[config.mk]
export PLATFORM = sky130hd
export DESIGN_NAME = tileRefillSeq
export DESIGN_NICKNAME = d
export VERILOG_FILES = /design/src/logic/memPkg.sv /design/src/logic/tileRefillSeq.sv
export SDC_FILE = /design/constraint.sdc
export NUM_CORES = 1
export LEC_CHECK = 0
export BUFFER_PORTS_ARGS = -buffer_cell sky130_fd_sc_hd__buf_2
export CAP_MARGIN = 10
export CORE_AREA = 2 2 243 245
export CTS_CLUSTER_SIZE = 28
export DETAILED_ROUTE_END_ITERATION = 6
export DIE_AREA = 0 0 245 247
export PLACE_DENSITY = 0.5
export SETUP_SLACK_MARGIN = 0.15
export SYNTH_ARGS = -nofsm -noshare
export SYNTH_HDL_FRONTEND = slang
export SYNTH_SLANG_ARGS = --single-unit
[constraint.sdc]
create_clock -name clock -period 11 [get_ports clock]
set_clock_uncertainty 0.2 [all_clocks]
set_input_delay 2.2 -clock clock [delete_from_list [all_inputs] [get_ports clock]]
set_output_delay 2.2 -clock clock [all_outputs]
set_load 0.02 [all_outputs]
[src/logic/memPkg.sv]
package memPkg;

	// *************************************************************************
	// widths with a meaning
	// *************************************************************************

	typedef logic [127:0] tileT;
	typedef logic [31:0] byteAddrT;
	// byte address without its low 4 bits, also stored as the tag
	typedef logic [27:0] tileAddrT;
	typedef logic [4:0] opmT;
	typedef logic [1:0] okT;

	// *************************************************************************
	// bus codes, shared by the request side and the DDR side
	// *************************************************************************

	localparam opmT opmReady = 5'b00000;
	localparam opmT opmRdTile = 5'b10111;
	localparam opmT opmWrTile = 5'b11111;

	localparam okT okReady = 2'b00;
	localparam okT okOk = 2'b01;
	localparam okT okHold = 2'b10;

	// refill sequencer
	typedef enum logic [1:0]
	{
		idle,
		writeBack,
		fill,
		install
	} refillStateT;

endpackage
[src/logic/tileRefillSeq.sv]
`timescale 1ns/1ps

module tileRefillSeq (
	input logic clock,
	input logic rstN,

	input logic missReq,
	input memPkg::opmT reqOpm,
	input memPkg::tileAddrT reqAddr,

	input logic victimDirty,
	input memPkg::tileAddrT victimTag,
	input memPkg::tileT victimData,

	input memPkg::tileT ddrDataIn,
	input memPkg::okT ddrOk,
	output memPkg::byteAddrT ddrAddr,
	output memPkg::opmT ddrOpm,
	output memPkg::tileT ddrDataOut,

	output logic fillDone,
	output memPkg::tileT fillData
);

	memPkg::refillStateT state;

	logic ddrIdle;
	logic ddrDone;
	logic startWb;
	logic captureFill;

	assign ddrIdle = (ddrOk == memPkg::okReady);
	assign ddrDone = (ddrOk == memPkg::okOk);
	assign startWb = (state == memPkg::idle) && missReq && ddrIdle && victimDirty;
	assign captureFill = (state == memPkg::fill) && (ddrOpm == memPkg::opmRdTile) && ddrDone;
	assign fillDone = (state == memPkg::install);

	// *************************************************************************
	// FSM and DDR command
	// *************************************************************************

	always_ff @(posedge clock or negedge rstN)
	begin
		if (!rstN)
		begin
			state <= memPkg::idle;
			ddrOpm <= memPkg::opmReady;
			ddrAddr <= '0;
		end
		else
		begin
			case (state)
				memPkg::idle:
				begin
					if (missReq && ddrIdle)
					begin
						if (victimDirty)
						begin
							ddrOpm <= memPkg::opmWrTile;
							ddrAddr <= {victimTag, 4'h0};
							state <= memPkg::writeBack;
						end
						else
						begin
							ddrOpm <= memPkg::opmRdTile;
							ddrAddr <= {reqAddr, 4'h0};
							state <= memPkg::fill;
						end
					end
				end
				memPkg::writeBack:
				begin
					if (ddrDone)
					begin
						ddrOpm <= memPkg::opmReady;
						// a write only needed the victim out of the way
						if (reqOpm == memPkg::opmWrTile)
							state <= memPkg::install;
						else
							state <= memPkg::fill;
					end
				end
				memPkg::fill:
				begin
					if (ddrOpm == memPkg::opmReady)
					begin
						// after a writeback, wait for the port to go idle again
						if (ddrIdle)
						begin
							ddrOpm <= memPkg::opmRdTile;
							ddrAddr <= {reqAddr, 4'h0};
						end
					end
					else if (ddrDone)
					begin
						ddrOpm <= memPkg::opmReady;
						state <= memPkg::install;
					end
				end
				memPkg::install:
				begin
					state <= memPkg::idle;
				end
				default:
				begin
					state <= memPkg::idle;
				end
			endcase
		end
	end

	// payload, victim out on writeback and tile in on fill
	always_ff @(posedge clock)
	begin
		if (startWb)
		begin
			ddrDataOut <= victimData;
			fillData <= victimData;
		end
		if (captureFill)
			fillData <= ddrDataIn;
	end

	// DDR back-pressure must not disturb a command in flight
	holdKeepsCommand: assert property (@(posedge clock) disable iff (!rstN)
		(ddrOk == memPkg::okHold) |=> ($stable(ddrOpm) && $stable(ddrAddr)));

endmodule

==> summary.md <==
| Metric | Value |
|---|---|
| DIE AREA | 60500 sq um |
| Final Hold Vio Count | 0 |
| CP required | 10.94 ns |
| Detail Route met2 WL | 18.0 mm |
| Largest net degree at the start of global routing | 130 |
| Most area-consuming cells after synthesis | edfxtp_1, mux2_2, dfrtp_1 |
| Gpl congestion | 0.778 |
| Global route overflow | 0 |
| Sink Count | 291 |
| Core Footprint | 58200 sq um |
| Routed len/inst | 17.8 microns |
| Pwr Total | 3.05 mW |
| Share of the synthesized area in the top cell type | 68.3% |
| Slew headroom | 42.5% |
| Skew-Pair Late Insertion Delay | 0.51 ns |
| Sequential share of the synthesized area | 76.1% |
| I/O pin count | 617 |
| Remaining DRCs | 0 |
| Placement Rows | 89 |
| Post-synthesis instance total | 550 |
| Global-route wire length before repair | 48.8 mm |
| CTS Root Cell | clkbuf_16 |
| Total Routed Length | 35.3 mm |
| Cell area power density | 187 nW/um^2 |
| Global-route usage over all layers | 10.9% |
| Initial antenna violation count | 17 |
| Die extent in y | 247 microns |
| Count leader, synth | edfxtp_1 |
| Synth area leader | edfxtp_1 |
| Post-CTS sizing | 0 |
| Hold Crit Class | register to register |
| Met1 WL | 12.8 mm |
| H-tree depth | 2 |
| Clock edge transition at the registers on the reported setup and hold paths | 0.06 ns |
| Drt pass-1 iters | 4 |
| DP HPWL | 26.6 mm |
| Die Wd | 245 microns |
| Max Clk Rate | 211 MHz |
| Worst-path cell chain | buf_2 -> nand2b_1 -> nor4_4 -> buf_12 -> or2_4 -> buf_4 |
| DR vias | 7450 |
| Top sig layer | met5 |
| CTS tree | built |
| Setup TNS | 0 ns |
| Syn_area_per_cell | 20.5 sq um |
| Final Max Slew Viols | 0 |
| Hold buffers post-CTS | 0 |
| CP Class | input port to register |
| Setup Buffers After CTS | 0 |
| Area growth syn-to-layout | 44.6% |
| Final core occ | 27.9% |
| Longest Clk Path Bufs | 3 |
| Hold Startpoint | ddrAddr[4] |
| Synth async-reset ratio | 12.0% |
| Synthesized area | 11200 sq um |
| Seq cells post-synth | 291 |
| Crit path buffers/inverters | 3 |
| Worst VDD drop | 0.000118 V |
| Worst Setup End Kind | register |
| P_leak | 6.66 nW |
| Slew @ Worst Pin | 0.863 ns |
| RSZ-0062 raised after global routing | no |
| Status | complete, no violations |
| Maxcap violations | 0 |
| Share of cells above drive strength 1 | 66.5% |
| Vias in the first global route | 7562 |
| Critical path peak fanout | 129 |
| Initial DRC count | 267 |
| Total number of yosys warnings | 0 |
| Nets | 1513 |
| Post-DRT Antenna Nets | 0 |
| Initial Util | 19.3% |
| TritonCTS Buffers | 34 |
| CP delay by family, top | buffers and inverters |
| Setup violations, final | 0 |
| Number of synthesized flops with an enable pin | 256 |
| # port buffers | 612 |
| CP startpoint | ddrOk[1] |
| Vias per std cell | 3.76 |
| Fillers | 5979 |
| Slowest cell on crit path | buf_4 |
| Primary FF master, synth | edfxtp_1 |
| Reg2Reg Launch Point | state[0] |
| Final min period | 4.74 ns |
| Startpoint type of the worst setup path | input port |
| Critical Path AT | 4.68 ns |
| Largest stage delay, worst path | 0.69 ns |
| Post-synthesis cell type count | 35 |
| Hold WS | 0.302 ns |
| Most instantiated cells after synthesis | edfxtp_1, mux2_2, mux2_1, dfrtp_1, mux2_4 |
| Period utilization | 43.1% |
| Met3 Wirelength | 3.69 mm |
[power breakdown]
group	internal, mW	switching [mW]	leakage (nW)
Sequential	1.31	0.0537	2.73
Clock	0.628	0.447	0.508
Combinational	0.277	0.330	3.43
[worst register-to-register path, stage by stage, from the launching register on]
cell and delay, ns:
dfrtp_1 0.41, inv_1 0.13, ha_1 0.32, inv_2 0.12
nor4_4 0.31, buf_12 0.59, or2_4 0.50, buf_4 0.69
[state kept, by name, indices dropped and copies added, names as in the netlist]
register / cells
ddrDataOut: 128
fillData: 128
ddrAddr: 28
ddrOpm: 5
state: 2
[final cells by class]
type	count	area [sq um]	share of cell area (%)
tap	773	967	5.95
sequential	291	8560	52.7
clock inverter	18	140	0.862
timing repair buffer	618	3130	19.3
inverter	5	18.8	0.115
multi-input combinational	235	2530	15.6
antenna	3	7.51	0.0462
clock buffer	41	898	5.52
[routing by layer]
metal,up-vias,track usage (%)
met3,61,4.75
met4,10,3.08
met1,3555,11.5
met5,-,0
li1,3428,-
met2,396,19.7
[logic make-up (layout without fill, tap and decap cells)]
| logic type | after synthesis | in the layout | share of synthesized area, % |
|---|---|---|---|
| other | 1 | 7 | 0.0333 |
| AOI/OAI and AO/OA | 17 | 17 | 1.20 |
| muxes | 186 | 186 | 19.3 |
| buffers and inverters | 27 | 682 | 1.61 |
| adders and majority gates | 5 | 5 | 0.556 |
| DFF | 291 | 291 | 76.1 |
| and+or+nand+nor | 23 | 23 | 1.19 |
[path summary, 6_finish.rpt]
kind,slack [ns],cells after the start,endpoint
worst max register to register,7.28,7,fillData[108]
worst min-delay path,0.30,1,ddrAddr[4]
worst max-delay path,6.26,6,fillData[108]
min in group asynchronous,1.60,1,ddrAddr[24]
worst min register to register,0.30,1,ddrAddr[4]
max in group asynchronous,8.46,1,ddrAddr[9]
[layout by cell type (no fill, tap or decap), types with 2 or more instances in the layout]
cell type,Yosys,layout
clkinv_2,0,5
mux2_2,112,112
buf_2,4,612
a21oi_1,4,4
nor2_1,3,2
mux2_1,53,53
clkinv_1,0,8
clkbuf_1,0,6
mux2_4,20,20
edfxtp_1,256,256
o21ai_0,2,2
clkbuf_16,0,35
inv_6,0,2
nand2_1,8,8
buf_4,16,4
ha_1,5,5
inv_1,4,4
diode_2,0,3
conb_1,1,4
bufinv_16,0,2
a2bb2oi_1,4,4
buf_12,0,2
dfrtp_1,35,35
[per-stage QoR]
stage,area (sq um),cells,worst slack (ns)
2_1_floorplan,11300,553,0.226
3_3_place_gp,15200,1922,5.62
3_5_place_dp,15200,1922,5.64
4_1_cts,16300,1981,6.20
5_1_grt,16300,1982,6.06
6_report,16300,1984,6.26
(Power assumes the default switching activity.)
